`config.mk`:
```
export PLATFORM = sky130hd
export DESIGN_NAME = capture_buffer
export DESIGN_NICKNAME = d
export VERILOG_FILES = /design/src/source/capture_pkg.sv /design/src/source/latency_pipe.sv /design/src/source/capture_control.sv /design/src/source/bank_write_counter.sv /design/src/source/bank_router.sv /design/src/source/sample_banks.sv /design/src/source/readout_sequencer.sv /design/src/source/capture_buffer.sv
export SDC_FILE = /design/constraint.sdc
export NUM_CORES = 1
export LEC_CHECK = 0
export BUFFER_PORTS_ARGS = -buffer_cell sky130_fd_sc_hd__buf_4
export CORE_MARGIN = 5
export CORE_UTILIZATION = 52
export DETAILED_ROUTE_END_ITERATION = 6
export PLACE_DENSITY_LB_ADDON = 0.2
export SLEW_MARGIN = 20
export SYNTH_ARGS = -nofsm -noshare
export SYNTH_HDL_FRONTEND = slang
export SYNTH_HIERARCHICAL = 1
export SYNTH_SLANG_ARGS = --single-unit
```
`constraint.sdc`:
```
create_clock -name capture_clk -period 8.3 [get_ports capture_clk]
set_clock_uncertainty 0.1 [all_clocks]
set_input_delay 0.415 -clock capture_clk [delete_from_list [all_inputs] [get_ports capture_clk]]
set_output_delay 0.415 -clock capture_clk [all_outputs]
set_load 0.02 [all_outputs]
```
`src/source/capture_pkg.sv`:
```
// shared widths, sample types and beat structs for the capture buffer
// imported by every capture and readout block

package capture_pkg;

  // lane count and sample width are fixed here since the structs depend on them
  localparam int LANES = 4;
  localparam int SAMPLE_WIDTH = 16;

  // one sample and a full row of lanes
  typedef logic [SAMPLE_WIDTH-1:0] sample_t;
  typedef logic [LANES-1:0][SAMPLE_WIDTH-1:0] lane_bus_t;

  // active lane count, 0 to LANES inclusive
  typedef logic [$clog2(LANES+1)-1:0] lane_count_t;

  // one bit per bank, and a bank number
  typedef logic [LANES-1:0] bank_mask_t;
  typedef logic [$clog2(LANES)-1:0] bank_index_t;

  // input beat, one valid frames all lanes
  typedef struct packed {
    logic valid;
    lane_bus_t data;
  } capture_in_t;

  // latched at the start of a capture
  // full_mask marks the last group of banks, init_mask the first group
  typedef struct packed {
    lane_count_t lane_count;
    bank_mask_t full_mask;
    bank_mask_t init_mask;
  } capture_mode_t;

  // readout payload
  typedef struct packed {
    sample_t data;
    logic last;
  } stream_beat_t;

endpackage

```
`src/source/latency_pipe.sv`:
```
// stall-able delay line for any payload type
// valid bits reset, payload stages do not

`timescale 1ns/1ps
module latency_pipe #(
  parameter int DEPTH = 2,
  parameter type payload_t = logic
) (
  input logic capture_clk,
  input logic capture_reset,
  input logic advance,
  input logic in_valid,
  input payload_t in_payload,
  output logic out_valid,
  output payload_t out_payload
);

  logic [DEPTH-1:0] valid_q;
  payload_t payload_q [DEPTH];

  always_ff @(posedge capture_clk) begin
    if (capture_reset) begin
      valid_q <= '0;
    end else if (advance) begin
      valid_q[0] <= in_valid;
      for (int i = 1; i < DEPTH; i++) begin
        valid_q[i] <= valid_q[i-1];
      end
    end
  end

  always_ff @(posedge capture_clk) begin
    if (advance) begin
      payload_q[0] <= in_payload;
      for (int i = 1; i < DEPTH; i++) begin
        payload_q[i] <= payload_q[i-1];
      end
    end
  end

  assign out_valid = valid_q[DEPTH-1];
  assign out_payload = payload_q[DEPTH-1];

endmodule

```
`src/source/capture_control.sv`:
```
// capture FSM: start/stop edge detection, lane mode latching and the active flag
// the mode and start pulse feed the router and the bank write counter

`timescale 1ns/1ps
module capture_control import capture_pkg::*; (
  input logic capture_clk,
  input logic capture_reset,
  input logic start,
  input logic stop,
  input logic sw_reset,
  input logic group_full_now,
  input lane_count_t active_channels,
  output capture_mode_t capture_mode,
  output logic start_edge,
  output logic active
);

  typedef enum logic {
    IDLE,
    CAPTURING
  } state_t;

  state_t state;
  logic start_q;
  logic stop_q;
  logic stop_edge;
  capture_mode_t mode_next;

  //////////////////////////////////////////////////
  // edge detection
  //////////////////////////////////////////////////

  // edge pulses are registered, so capture goes active two cycles after start
  // a start while capturing is ignored and does not touch the mode
  always_ff @(posedge capture_clk) begin
    if (capture_reset) begin
      start_q <= 1'b0;
      stop_q <= 1'b0;
      start_edge <= 1'b0;
      stop_edge <= 1'b0;
    end else begin
      start_q <= start;
      stop_q <= stop;
      start_edge <= start & ~start_q & (state == IDLE);
      stop_edge <= stop & ~stop_q;
    end
  end

  //////////////////////////////////////////////////
  // lane mode
  //////////////////////////////////////////////////

  // first group = low banks, last group = high banks
  // e.g. 2 lanes gives init 0011 and full 1100
  always_comb begin
    mode_next.lane_count = active_channels;
    for (int b = 0; b < LANES; b++) begin
      mode_next.init_mask[b] = b < int'(active_channels);
      mode_next.full_mask[b] = b >= LANES - int'(active_channels);
    end
  end

  // latched one cycle before the state change, so it is stable once active
  always_ff @(posedge capture_clk) begin
    if (capture_reset) begin
      capture_mode <= '0;
    end else if (start & ~start_q & (state == IDLE)) begin
      capture_mode <= mode_next;
    end
  end

  //////////////////////////////////////////////////
  // state register
  //////////////////////////////////////////////////

  always_ff @(posedge capture_clk) begin
    if (capture_reset | sw_reset) begin
      state <= IDLE;
    end else begin
      case (state)
        IDLE: begin
          if (start_edge) begin
            state <= CAPTURING;
          end
        end
        CAPTURING: begin
          // stop edge, or the last group just took its final word
          if (stop_edge | group_full_now) begin
            state <= IDLE;
          end
        end
        default: state <= IDLE;
      endcase
    end
  end

  assign active = (state == CAPTURING);

endmodule

```
`src/source/bank_write_counter.sv`:
```
// per-bank write pointers, full latches and bank chaining for the capture buffer
// reports write depth per bank and the overall full flag

`timescale 1ns/1ps
module bank_write_counter import capture_pkg::*; #(
  parameter int BUFFER_DEPTH = 16
) (
  input logic capture_clk,
  input logic capture_reset,
  input logic sw_reset,
  input logic readout_done,
  input capture_mode_t capture_mode,
  input logic start_edge,
  input bank_mask_t write_enable,
  output logic [LANES-1:0][$clog2(BUFFER_DEPTH)-1:0] write_addr,
  output bank_mask_t write_mask,
  output logic group_full_now,
  output logic full,
  output logic [LANES-1:0][$clog2(BUFFER_DEPTH+1)-1:0] write_depth
);

  localparam int ADDR_WIDTH = $clog2(BUFFER_DEPTH);
  localparam int DEPTH_WIDTH = $clog2(BUFFER_DEPTH+1);

  bank_mask_t last_write;
  bank_mask_t bank_full;
  bank_mask_t mask_next;

  // write to the final address of a bank
  always_comb begin
    for (int b = 0; b < LANES; b++) begin
      last_write[b] = write_enable[b] & (write_addr[b] == ADDR_WIDTH'(BUFFER_DEPTH - 1));
    end
  end

  // capture ends the cycle a last-group bank takes its final word
  assign group_full_now = |(last_write & capture_mode.full_mask);

  //////////////////////////////////////////////////
  // pointers and full latches
  //////////////////////////////////////////////////

  always_ff @(posedge capture_clk) begin
    if (capture_reset | sw_reset | readout_done) begin
      write_addr <= '0;
      bank_full <= '0;
    end else begin
      for (int b = 0; b < LANES; b++) begin
        if (last_write[b]) begin
          write_addr[b] <= '0;
          bank_full[b] <= 1'b1;
        end else if (write_enable[b]) begin
          write_addr[b] <= write_addr[b] + 1'b1;
        end
      end
    end
  end

  //////////////////////////////////////////////////
  // bank hand-over
  //////////////////////////////////////////////////

  // a filled bank drops out and the bank lane_count above it takes over
  // the chain ends at the top bank, so the last group has no successor
  always_comb begin
    mask_next = write_mask;
    for (int b = 0; b < LANES; b++) begin
      if (last_write[b]) begin
        mask_next[b] = 1'b0;
        if (b + int'(capture_mode.lane_count) < LANES) begin
          mask_next[b + int'(capture_mode.lane_count)] = 1'b1;
        end
      end
    end
  end

  always_ff @(posedge capture_clk) begin
    if (capture_reset | sw_reset) begin
      write_mask <= '0;
    end else if (start_edge) begin
      write_mask <= capture_mode.init_mask;
    end else begin
      write_mask <= mask_next;
    end
  end

  //////////////////////////////////////////////////
  // status
  //////////////////////////////////////////////////

  // a full bank has a wrapped pointer, so report the depth itself
  always_ff @(posedge capture_clk) begin
    if (capture_reset) begin
      write_depth <= '0;
    end else begin
      for (int b = 0; b < LANES; b++) begin
        if (bank_full[b]) begin
          write_depth[b] <= DEPTH_WIDTH'(BUFFER_DEPTH);
        end else begin
          write_depth[b] <= DEPTH_WIDTH'(write_addr[b]);
        end
      end
    end
  end

  // only banks in the last group count toward full
  assign full = |(bank_full & capture_mode.full_mask);

endmodule

```
`src/source/bank_router.sv`:
```
// input register stage and lane-to-bank routing
// bank b takes lane (b mod lane count) and writes two edges after the beat arrives

`timescale 1ns/1ps
module bank_router import capture_pkg::*; #(
  parameter int BUFFER_DEPTH = 16
) (
  input logic capture_clk,
  input capture_in_t capture_in,
  input capture_mode_t capture_mode,
  input logic active,
  input bank_mask_t write_mask,
  input logic [LANES-1:0][$clog2(BUFFER_DEPTH)-1:0] write_addr,
  output bank_mask_t write_enable,
  output bank_mask_t bank_write,
  output logic [LANES-1:0][$clog2(BUFFER_DEPTH)-1:0] bank_addr,
  output lane_bus_t bank_data
);

  capture_in_t capture_q;
  bank_index_t lane_wrap;
  lane_bus_t routed;

  // first stage, raw beat
  always_ff @(posedge capture_clk) begin
    capture_q <= capture_in;
  end

  // lane counts are powers of two, so the modulo is a mask
  assign lane_wrap = bank_index_t'(capture_mode.lane_count - 1'b1);

  always_comb begin
    for (int b = 0; b < LANES; b++) begin
      routed[b] = capture_q.data[bank_index_t'(b) & lane_wrap];
    end
  end

  // one valid for every lane
  // the counter steps on these in the same cycle
  always_comb begin
    for (int b = 0; b < LANES; b++) begin
      write_enable[b] = capture_q.valid & active & write_mask[b];
    end
  end

  // second stage
  // address is the counter value before it steps, so it lines up with the data
  always_ff @(posedge capture_clk) begin
    bank_write <= write_enable;
    bank_data <= routed;
    bank_addr <= write_addr;
  end

endmodule

```
`src/source/sample_banks.sv`:
```
// sample storage, one array per bank with its own write port
// all banks read one shared address, the output mux picks a bank

`timescale 1ns/1ps
module sample_banks import capture_pkg::*; #(
  parameter int BUFFER_DEPTH = 16
) (
  input logic capture_clk,
  input bank_mask_t bank_write,
  input logic [LANES-1:0][$clog2(BUFFER_DEPTH)-1:0] bank_addr,
  input lane_bus_t bank_data,
  input bank_index_t read_bank,
  input logic [$clog2(BUFFER_DEPTH)-1:0] read_addr,
  input logic read_enable,
  output sample_t read_data
);

  lane_bus_t bank_rd;

  for (genvar b = 0; b < LANES; b++) begin : g_bank
    sample_t mem [BUFFER_DEPTH];
    sample_t rd_q;

    always_ff @(posedge capture_clk) begin
      if (bank_write[b]) begin
        mem[bank_addr[b]] <= bank_data[b];
      end
    end

    // read register holds under back-pressure
    always_ff @(posedge capture_clk) begin
      if (read_enable) begin
        rd_q <= mem[read_addr];
      end
    end

    assign bank_rd[b] = rd_q;
  end

  // read_bank arrives delayed to match the read register
  assign read_data = bank_rd[read_bank];

endmodule

```
`src/source/readout_sequencer.sv`:
```
// readout walker: steps address then bank, carries sideband and data to the stream
// the whole pipe stalls under back-pressure, done is the transfer of the last beat

`timescale 1ns/1ps
module readout_sequencer import capture_pkg::*; #(
  parameter int BUFFER_DEPTH = 16,
  parameter int READ_LATENCY = 3
) (
  input logic capture_clk,
  input logic capture_reset,
  input logic sw_reset,
  input logic readout_start,
  output bank_index_t read_bank,
  output logic [$clog2(BUFFER_DEPTH)-1:0] read_addr,
  output logic read_enable,
  input sample_t read_data,
  output stream_beat_t readout_out,
  output logic readout_valid,
  input logic readout_ready,
  output logic readout_done
);

  localparam int ADDR_WIDTH = $clog2(BUFFER_DEPTH);

  // bank and last ride along with the storage read register
  typedef struct packed {
    bank_index_t bank;
    logic last;
  } read_side_t;

  logic start_q;
  logic walking;
  logic advance;
  logic flush;
  logic issue_last;
  bank_index_t walk_bank;
  read_side_t side_in;
  read_side_t side_out;
  logic side_valid;
  stream_beat_t beat_in;
  stream_beat_t beat_out;
  logic beat_valid;

  // move on when the output register is empty or being drained
  assign advance = readout_ready | ~readout_valid;
  assign flush = capture_reset | sw_reset;
  assign read_enable = advance;

  //////////////////////////////////////////////////
  // address and bank walker
  //////////////////////////////////////////////////

  assign issue_last = (read_addr == ADDR_WIDTH'(BUFFER_DEPTH - 1)) &
                      (walk_bank == bank_index_t'(LANES - 1));

  always_ff @(posedge capture_clk) begin
    if (flush) begin
      start_q <= 1'b0;
      walking <= 1'b0;
      read_addr <= '0;
      walk_bank <= '0;
    end else begin
      start_q <= readout_start;
      if (readout_start & ~start_q) begin
        // a new edge always restarts from bank 0
        walking <= 1'b1;
        read_addr <= '0;
        walk_bank <= '0;
      end else if (walking & advance) begin
        if (issue_last) begin
          walking <= 1'b0;
          read_addr <= '0;
          walk_bank <= '0;
        end else if (read_addr == ADDR_WIDTH'(BUFFER_DEPTH - 1)) begin
          read_addr <= '0;
          walk_bank <= walk_bank + 1'b1;
        end else begin
          read_addr <= read_addr + 1'b1;
        end
      end
    end
  end

  //////////////////////////////////////////////////
  // read pipeline
  //////////////////////////////////////////////////

  assign side_in = '{bank: walk_bank, last: issue_last};

  // one stage, the storage read register
  latency_pipe #(
    .DEPTH(1),
    .payload_t(read_side_t)
  ) side_pipe_i (
    .capture_clk(capture_clk),
    .capture_reset(flush),
    .advance(advance),
    .in_valid(walking),
    .in_payload(side_in),
    .out_valid(side_valid),
    .out_payload(side_out)
  );

  // delayed bank picks the word out of the read registers
  assign read_bank = side_out.bank;
  assign beat_in = '{data: read_data, last: side_out.last};

  // retiming stages after the storage read
  latency_pipe #(
    .DEPTH(READ_LATENCY),
    .payload_t(stream_beat_t)
  ) beat_pipe_i (
    .capture_clk(capture_clk),
    .capture_reset(flush),
    .advance(advance),
    .in_valid(side_valid),
    .in_payload(beat_in),
    .out_valid(beat_valid),
    .out_payload(beat_out)
  );

  //////////////////////////////////////////////////
  // stream output register
  //////////////////////////////////////////////////

  // holds while valid and not ready
  always_ff @(posedge capture_clk) begin
    if (flush) begin
      readout_valid <= 1'b0;
    end else if (advance) begin
      readout_valid <= beat_valid;
    end
  end

  always_ff @(posedge capture_clk) begin
    if (advance) begin
      readout_out <= beat_out;
    end
  end

  assign readout_done = readout_valid & readout_ready & readout_out.last;

endmodule

```
`src/source/capture_buffer.sv`:
```
// multi-lane sample capture buffer with chained banks and a streamed readout
// single clock, the done pulse goes straight back to the write counter

`timescale 1ns/1ps
module capture_buffer import capture_pkg::*; #(
  parameter int BUFFER_DEPTH = 16,
  parameter int READ_LATENCY = 3
) (
  input logic capture_clk,
  input logic capture_reset,
  input capture_in_t capture_in,
  input lane_count_t active_channels,
  input logic start,
  input logic stop,
  input logic sw_reset,
  input logic readout_start,
  output logic full,
  output logic [LANES-1:0][$clog2(BUFFER_DEPTH+1)-1:0] write_depth,
  output stream_beat_t readout_out,
  output logic readout_valid,
  input logic readout_ready
);

  localparam int ADDR_WIDTH = $clog2(BUFFER_DEPTH);

  capture_mode_t capture_mode;
  logic start_edge;
  logic active;
  logic group_full_now;
  logic readout_done;
  bank_mask_t write_enable;
  bank_mask_t write_mask;
  bank_mask_t bank_write;
  logic [LANES-1:0][ADDR_WIDTH-1:0] write_addr;
  logic [LANES-1:0][ADDR_WIDTH-1:0] bank_addr;
  lane_bus_t bank_data;
  bank_index_t read_bank;
  logic [ADDR_WIDTH-1:0] read_addr;
  logic read_enable;
  sample_t read_data;

  //////////////////////////////////////////////////
  // capture side
  //////////////////////////////////////////////////

  capture_control capture_control_i (
    .capture_clk(capture_clk),
    .capture_reset(capture_reset),
    .start(start),
    .stop(stop),
    .sw_reset(sw_reset),
    .group_full_now(group_full_now),
    .active_channels(active_channels),
    .capture_mode(capture_mode),
    .start_edge(start_edge),
    .active(active)
  );

  bank_write_counter #(
    .BUFFER_DEPTH(BUFFER_DEPTH)
  ) bank_write_counter_i (
    .capture_clk(capture_clk),
    .capture_reset(capture_reset),
    .sw_reset(sw_reset),
    .readout_done(readout_done),
    .capture_mode(capture_mode),
    .start_edge(start_edge),
    .write_enable(write_enable),
    .write_addr(write_addr),
    .write_mask(write_mask),
    .group_full_now(group_full_now),
    .full(full),
    .write_depth(write_depth)
  );

  bank_router #(
    .BUFFER_DEPTH(BUFFER_DEPTH)
  ) bank_router_i (
    .capture_clk(capture_clk),
    .capture_in(capture_in),
    .capture_mode(capture_mode),
    .active(active),
    .write_mask(write_mask),
    .write_addr(write_addr),
    .write_enable(write_enable),
    .bank_write(bank_write),
    .bank_addr(bank_addr),
    .bank_data(bank_data)
  );

  //////////////////////////////////////////////////
  // storage and readout
  //////////////////////////////////////////////////

  sample_banks #(
    .BUFFER_DEPTH(BUFFER_DEPTH)
  ) sample_banks_i (
    .capture_clk(capture_clk),
    .bank_write(bank_write),
    .bank_addr(bank_addr),
    .bank_data(bank_data),
    .read_bank(read_bank),
    .read_addr(read_addr),
    .read_enable(read_enable),
    .read_data(read_data)
  );

  readout_sequencer #(
    .BUFFER_DEPTH(BUFFER_DEPTH),
    .READ_LATENCY(READ_LATENCY)
  ) readout_sequencer_i (
    .capture_clk(capture_clk),
    .capture_reset(capture_reset),
    .sw_reset(sw_reset),
    .readout_start(readout_start),
    .read_bank(read_bank),
    .read_addr(read_addr),
    .read_enable(read_enable),
    .read_data(read_data),
    .readout_out(readout_out),
    .readout_valid(readout_valid),
    .readout_ready(readout_ready),
    .readout_done(readout_done)
  );

endmodule

```
; After elaboration in Yosys (flattened, before gate mapping)
; Memory sizes are Yosys's and may differ from the RTL's. A register that Yosys moved wholly into a read port is not among the register bits.
; Index checks and enable logic that the tools add are counted.
[op_classes]
reduce_logical = 20
n_mul = 0
n_mux = 49
eq_ne = 6
n_lt_le_gt_ge = 24
div_mod_pow = 0
bitwise_logic = 32
n_addsub = 11
shift = 0
[op_table]
columns = operator, count
row1 = "32-bit by 4-bit < comparator with 1-bit output, second input constant", 6
row2 = "32-bit by 1-bit >= comparator with 1-bit output, second input constant", 3
row3 = 16-bit 2-to-1 mux, 6
row4 = 16-bit binary-select mux with 2-bit select, 2
row5 = "3-bit by 32-bit >= comparator with 1-bit output, first input constant", 2
row6 = 4-bit 2-to-1 mux, 11
row7 = "1-bit by 32-bit >= comparator with 1-bit output, first input constant", 1
row8 = "2-bit by 32-bit >= comparator with 1-bit output, first input constant", 1
row9 = "4-bit by 1-bit adder with 4-bit output, second input constant", 5
row10 = "4-bit == test, second input constant", 5
row11 = 5-bit 2-to-1 mux, 4
row12 = 1-bit 2-to-1 mux, 19
row13 = 2-bit OR reduction, 9
row14 = 1-bit AND, 17
row15 = 4-bit OR, 3
row16 = "2-bit by 3-bit < comparator with 1-bit output, second input constant", 3
row17 = "2-bit by 3-bit adder with 4-bit output, first input constant", 2
row18 = 4-bit AND, 2
row19 = 1-bit demux with 2-bit select, 4
row20 = 4-bit OR reduction, 2
row21 = "1-bit by 3-bit < comparator with 1-bit output, first input constant", 2
row22 = "2-bit by 3-bit < comparator with 1-bit output, first input constant", 2
row23 = "3-bit < comparator, second input constant", 2
row24 = 2-bit nonzero test, 3
row25 = 14 further kinds, 26
[totals]
romBits = 0
latch_bits = 0
in_bits = 75
reg_bits = 222
mem_count = 6
mem_bits_rw = 1078
[memory_table]
columns = memory, depth, width, rd, rd_clocked_by_memory_dff, write_ports, line_no
row1 = sample_banks_i.g_bank[0].mem, 16, 16, 1, 1, 1, sample_banks.sv:21  ; sample_t mem [BUFFER_DEPTH];
row2 = sample_banks_i.g_bank[1].mem, 16, 16, 1, 1, 1, sample_banks.sv:21
row3 = sample_banks_i.g_bank[2].mem, 16, 16, 1, 1, 1, sample_banks.sv:21
row4 = sample_banks_i.g_bank[3].mem, 16, 16, 1, 1, 1, sample_banks.sv:21
row5 = readout_sequencer_i.beat_pipe_i.payload_q, 3, 17, 3, 1, 3, latency_pipe.sv:19  ; payload_t payload_q [DEPTH];
row6 = readout_sequencer_i.side_pipe_i.payload_q, 1, 3, 1, 0, 1, latency_pipe.sv:19

; Logic depth before layout (Yosys ltp)
[logic_depth]
depth_word = 17
mapped_depth = 8
mapped_depth_nobuf = 7

; By module
; The synthesis kept the hierarchy.
[by_module_without_submodules]
columns = module, cells_each, area_per_inst_um2, seq_area_each_um2, instances
row1 = sample_banks, 1736, 40906.7, 32671.3, 1
row2 = bank_router, 209, 3923.8, 2982.9, 1
row3 = latency_pipe (readout_sequencer_i.beat_pipe_i), 77, 1760.4, 1591.5, 1
row4 = bank_write_counter, 175, 1712.9, 880.8, 1
row5 = readout_sequencer, 69, 953.4, 690.7, 1
row6 = capture_control, 62, 566.8, 280.3, 1
row7 = latency_pipe (readout_sequencer_i.side_pipe_i), 6, 123.9, 110.1, 1

; Worst setup path before layout
; Ideal clock, no wire load.
[synth_timing]
kind = register -> register
startpoint = register readout_sequencer_i.readout_valid
endpoint = register readout_sequencer_i.walking
t_required_ns = 8.083
path_stages_with_launch = 6
slack_ns = 4.179
synth_period_minus_slack_ns = 4.121
arrival_time_ns = 3.904
path_cell_list = dfxtp_1 nor2b_1 buf_4 inv_1 nand3_1 and3_1
[synth_via]
elab_chain_cells = 5
[synth_lines]
columns = element, line_no
row1 = from (decl), readout_sequencer.sv:18  ; output logic readout_valid,
row2 = from (signal assigned), readout_sequencer.sv:131  ; readout_valid <= beat_valid;
row3 = 1-bit inverter, readout_sequencer.sv:45  ; assign advance = readout_ready | ~readout_valid;
row4 = 1-bit OR, readout_sequencer.sv:45
row5 = net read_enable, capture_buffer.sv:39  ; logic read_enable;
row6 = 1-bit AND, readout_sequencer.sv:69  ; end else if (walking & advance) begin
row7 = 2-bit nonzero test (no line), n/a
row8 = 2-bit AND reduction (no line), n/a
row9 = to (signal assigned), readout_sequencer.sv:59  ; walking <= 1'b0;
row10 = to (signal assigned), readout_sequencer.sv:66  ; walking <= 1'b1;
row11 = to (signal assigned), readout_sequencer.sv:71  ; walking <= 1'b0;
row12 = to (decl), readout_sequencer.sv:32  ; logic walking;
; The timed path passes the listed nets, and every way through them passes these cells.
; A chain may end at the register's enable or synchronous reset.

==> reports/summary.md <==
* **startpoint of the lowest-slack register-to-register path** readout_sequencer_i/read_addr[1]
* **initial antenna violation count** 4
* **largest net degree at the start of global routing** 113
* **number of I/O port buffers** 113
* **CTS root buffer** sky130_fd_sc_hd__clkbuf_16
* **Max rail drop VDD** 0.254 mV
* **number of cells on the worst reg-to-reg path** 5
* **clock latency on the worst-skew pair** 740 ps
* **count of standard-cell rows** 113
* **global-route wire length before repair** 172,000 um
* **first-pass iteration count of the detailed router** 5
* **data required time of the worst path** 8670 ps
* **via count of the routed design** 24.1k
* **Data arrival, critical path** 3690 ps
* **worst-case clock buffer depth** 3
* **die span in x** 320 um
* **sequential group share of total power** 0.548
* **yosys warns** 6
* **estimated wirelength of the detail-placed design** 67,800 um
* **Comb pwr share** 0.014
* **kind of end point of the critical path** flop
* **proportion of power drawn by the clock network** 0.438
* **reg-to-reg setup timing slack** 4970 ps
* **main flop type after synthesis** sky130_fd_sc_hd__edfxtp_1
* **path class of the lowest-slack min-delay path** in -> reg
* **placed inst area** 0.0524 mm^2
* **setup repair after global routing missed its margin** no
* **Congestion Overflow GR** 0
* **worst slack after detailed placement** 4910 ps
* **overall fraction of global-route tracks in use** 0.232
* **wire length per cell** 29.4 um
* **Post-Synthesis Net Count** 2,418
* **fraction of registers with async set/reset** 0
* **number of H-tree branching levels** 4
* **cell area after synthesis** 0.0499 mm^2
* **final critical-path required period** 3330 ps
* **peak per-stage delay on the critical path** 930 ps
* **maximum fanout count along the critical path** 69
* **combined area of the multi-input logic cells** 0.0101 mm^2
* **CTS sink cnt** 1,379
* **Residual DRC** 0
* **failing checks** antenna violations
* **I/O pin cnt** 114
* **number of pins exceeding their max-slew limit in the final report** 0
* **die area** 0.102 mm^2
* **first element of the critical path** readout_sequencer_i/read_addr[1]
* **cell type with the largest total area after synthesis** sky130_fd_sc_hd__edfxtp_1
* **Reg-to-Reg End** sample_banks_i/g_bank[3].rd_q[8]
* **clock-pin slew reported for the worst setup and hold paths after clock tree synthesis** 60 ps
* **sequential-to-total area share from yosys stat** 0.785
* **critical path, cell by cell** buf_4 -> buf_4 -> mux4_2 -> a22oi_1 -> nand2_1
* **number of distinct library cells after synthesis** 57
* **net switching power** 2810 uW
* **slowest stage cell, crit path** sky130_fd_sc_hd__buf_4
* **filler cell count** 6,543
* **initial cell density of the core** 0.525
* **worst setup path category** reg -> reg
* **setup_tns** 0 ps
* **number of enable-type register cells in the synthesized netlist** 1,159
* **endpoint of the worst setup timing path** sample_banks_i/g_bank[3].rd_q[8]
* **detailed router's first-iteration violation count** 2,391
* **leakage power figure** 0.0188 uW
* **net count of the finished layout** 2,709
* **design area** 0.0578 mm^2
* **most frequent cell on the critical path** sky130_fd_sc_hd__buf_4
* **total setup violations reported at the end of the flow** 0
* **worst slew margin relative to its limit** 0.249
* **ranking of synthesized cells by area** sky130_fd_sc_hd__edfxtp_1 70%, sky130_fd_sc_hd__mux4_2 12%, sky130_fd_sc_hd__dfxtp_1 8.8%
* **Worst Setup Slack, final** 4970 ps
* **power per cell area** 244 mW/mm^2
* **final RePlAce weighted congestion** 0.830
* **share of cells above drive strength 1** 0.270
* **final period utilization** 0.401
* **Vert. Die Dim** 320 um
* **total count of hold-check failures in the final report** 0
* **remaining antenna violation count** 1
* **number of buffers inserted during clock tree synthesis** 137
* **mean instance size in the synthesized netlist** 21.4 um^2
* **Cell Int Power** 11,300 uW
* **clock tree from TritonCTS** built
* **Max Cap Violations** 0
* **Area growth, synth to finish** 15.7%
* **final routed wirelength across all metal layers** 118,000 um
* **Switching Fraction** 0.199
* **fraction of synthesized cell area taken by the top area cell type** 0.697
* **Post-Synthesis Cells** 2,334
* **category of the worst setup path launch point** flop
* **ratio of routed vias to standard cells** 6.00
* **area of all sequential standard cells** 0.0392 mm^2
* **outcome** finished with violations
* **highest clock rate** 0.301 GHz
* **vias in the first global route** 24.9k
* **Tightest Pin Transition** 1120 ps
* **area of the core region** 0.0952 mm^2
* **post-synthesis register bit count** 1,379
-- placed cells by master, fill, tap and decap left out, types with 8 or more instances in the layout --
| cell | n |
|---|---|
| sky130_fd_sc_hd__mux2i_1 | 9 |
| sky130_fd_sc_hd__nand2b_1 | 10 |
| sky130_fd_sc_hd__nor2b_1 | 9 |
| sky130_fd_sc_hd__nand4_1 | 8 |
| sky130_fd_sc_hd__nor3_1 | 9 |
| sky130_fd_sc_hd__and2_1 | 18 |
| sky130_fd_sc_hd__clkinv_2 | 18 |
| sky130_fd_sc_hd__nand2_1 | 90 |
| sky130_fd_sc_hd__a21oi_1 | 13 |
| sky130_fd_sc_hd__ha_1 | 9 |
| sky130_fd_sc_hd__dlygate4sd3_1 | 79 |
| sky130_fd_sc_hd__nand3b_1 | 8 |
| sky130_fd_sc_hd__clkbuf_1 | 23 |
| sky130_fd_sc_hd__mux4_1 | 14 |
| sky130_fd_sc_hd__dfxtp_1 | 217 |
| sky130_fd_sc_hd__clkbuf_16 | 142 |
| sky130_fd_sc_hd__mux2_4 | 10 |
| sky130_fd_sc_hd__nand3_1 | 9 |
| sky130_fd_sc_hd__nor2_1 | 93 |
| sky130_fd_sc_hd__clkinv_1 | 29 |
| sky130_fd_sc_hd__clkbuf_8 | 12 |
| sky130_fd_sc_hd__nor3_2 | 16 |
| sky130_fd_sc_hd__buf_4 | 193 |
| sky130_fd_sc_hd__mux4_2 | 274 |
| sky130_fd_sc_hd__a22oi_1 | 132 |
| sky130_fd_sc_hd__mux2_2 | 22 |
| sky130_fd_sc_hd__edfxtp_1 | 1159 |
| sky130_fd_sc_hd__xor2_1 | 8 |
| sky130_fd_sc_hd__bufinv_16 | 11 |
-- stage by stage --
stage               hold WS, ps  cells   util  power [uW]
floorplan                   253   2334      -        7920
CTS                        65.3   4005  0.607       14200
global route                125   4006  0.607       14600
detailed placement          281   3671  0.550        8060
global placement            274   3671  0.550        8040
finish                      111   4011  0.607       14100
-- synthesized netlist by cell type, types with 13 or more instances --
cell type	instances
sky130_fd_sc_hd__nor2_1	94
sky130_fd_sc_hd__mux4_2	274
sky130_fd_sc_hd__mux2_2	22
sky130_fd_sc_hd__a21oi_1	13
sky130_fd_sc_hd__buf_4	40
sky130_fd_sc_hd__and2_1	19
sky130_fd_sc_hd__nand2_1	90
sky130_fd_sc_hd__edfxtp_1	1159
sky130_fd_sc_hd__nor3_1	25
sky130_fd_sc_hd__mux4_1	14
sky130_fd_sc_hd__dfxtp_1	220
sky130_fd_sc_hd__a22oi_1	132
sky130_fd_sc_hd__buf_2	18
sky130_fd_sc_hd__clkbuf_1	46
-- routing by layer --
layer / wire, um / vias up / global-route usage
met4: 2380 / 0 / 0.0535
li1: - / 10200 / -
met3: 10300 / 174 / 0.0514
met1: 46100 / 12600 / 0.320
met5: 0 / - / 0
met2: 59200 / 1092 / 0.387
-- layout make-up --
cell class,count,area share
Sequential cell,1379,0.679
Clock inverter,78,0.0135
Timing Repair Buffer,275,0.0396
Tap cell,1265,0.0274
Antenna cell,5,0.000217
Clock buffer,177,0.0658
Multi-Input combinational cell,823,0.174
Inverter,9,0.000671
-- worst min-delay path by stage --
stage                               start                                 to  slack (ps)  cells past startpoint
2_1_floorplan  bank_router_i/capture_q[0]         bank_router_i/bank_data[0]         250                      0
3_5_place_dp     capture_control_i/stop_q        capture_control_i/stop_edge         280                      1
3_3_place_gp     capture_control_i/stop_q        capture_control_i/stop_edge         270                      1
5_1_grt                     readout_ready  readout_sequencer_i/readout_valid         120                      4
6_report                    readout_ready  readout_sequencer_i/readout_valid         110                      4
4_1_cts                     readout_ready  readout_sequencer_i/readout_valid          70                      4
-- kinds of logic after synthesis --
family / after synthesis / synth area share
buffers and inverters: 132 / 0.0156
and+or+nand+nor: 308 / 0.0297
xor gates and xnor gates: 13 / 0.00266
AOI/OAI and AO/OA: 164 / 0.0242
muxes: 329 / 0.141
DFF: 1379 / 0.785
adders and majority gates: 9 / 0.00225
-- power groups by stage --
stage | Sequential, uW | Combinational (uW) | Clock [uW]
after floorplan | 7820 | 106 | 0
after global placement | 7870 | 161 | 0
after detailed placement | 7890 | 163 | 0
after CTS | 7740 | 193 | 6290
after global routing | 7760 | 206 | 6600
final | 7740 | 194 | 6190
-- repair_timing --
| action | CTS | global route |
|---|---|---|
| hold buffers | 79 | 0 |
| setup buffers | 0 | 0 |
| hold endpoints to repair | 90 | 0 |
| resized for setup | 0 | 0 |
-- worst max-delay path, delay by kind of cell (launching register included) --
kind / cells / cell delay (ps)
simple gates: 1 / 80
compound gates: 1 / 220
buf+inv: 2 / 1530
flops: 1 / 620
mux: 1 / 430
-- state kept, by name (all words and copies together), names as in the netlist, 2 cells and up --
| signal | cells |
|---|---|
| bank_write_counter_i/write_depth | 20 |
| sample_banks_i/g_bank.mem | 1024 |
| bank_router_i/bank_data | 64 |
| bank_write_counter_i/write_mask | 4 |
| readout_sequencer_i/side_pipe_i/payload_q | 3 |
| capture_control_i/capture_mode | 9 |
| bank_router_i/bank_addr | 16 |
| readout_sequencer_i/beat_pipe_i/valid_q | 3 |
| bank_router_i/capture_q | 65 |
| readout_sequencer_i/walk_bank | 2 |
| readout_sequencer_i/readout_out | 17 |
| bank_write_counter_i/bank_full | 4 |
| readout_sequencer_i/beat_pipe_i/payload_q | 51 |
| bank_router_i/bank_write | 4 |
| bank_write_counter_i/write_addr | 16 |
| readout_sequencer_i/read_addr | 4 |
| sample_banks_i/g_bank.rd_q | 64 |
(Power assumes the default switching activity.)
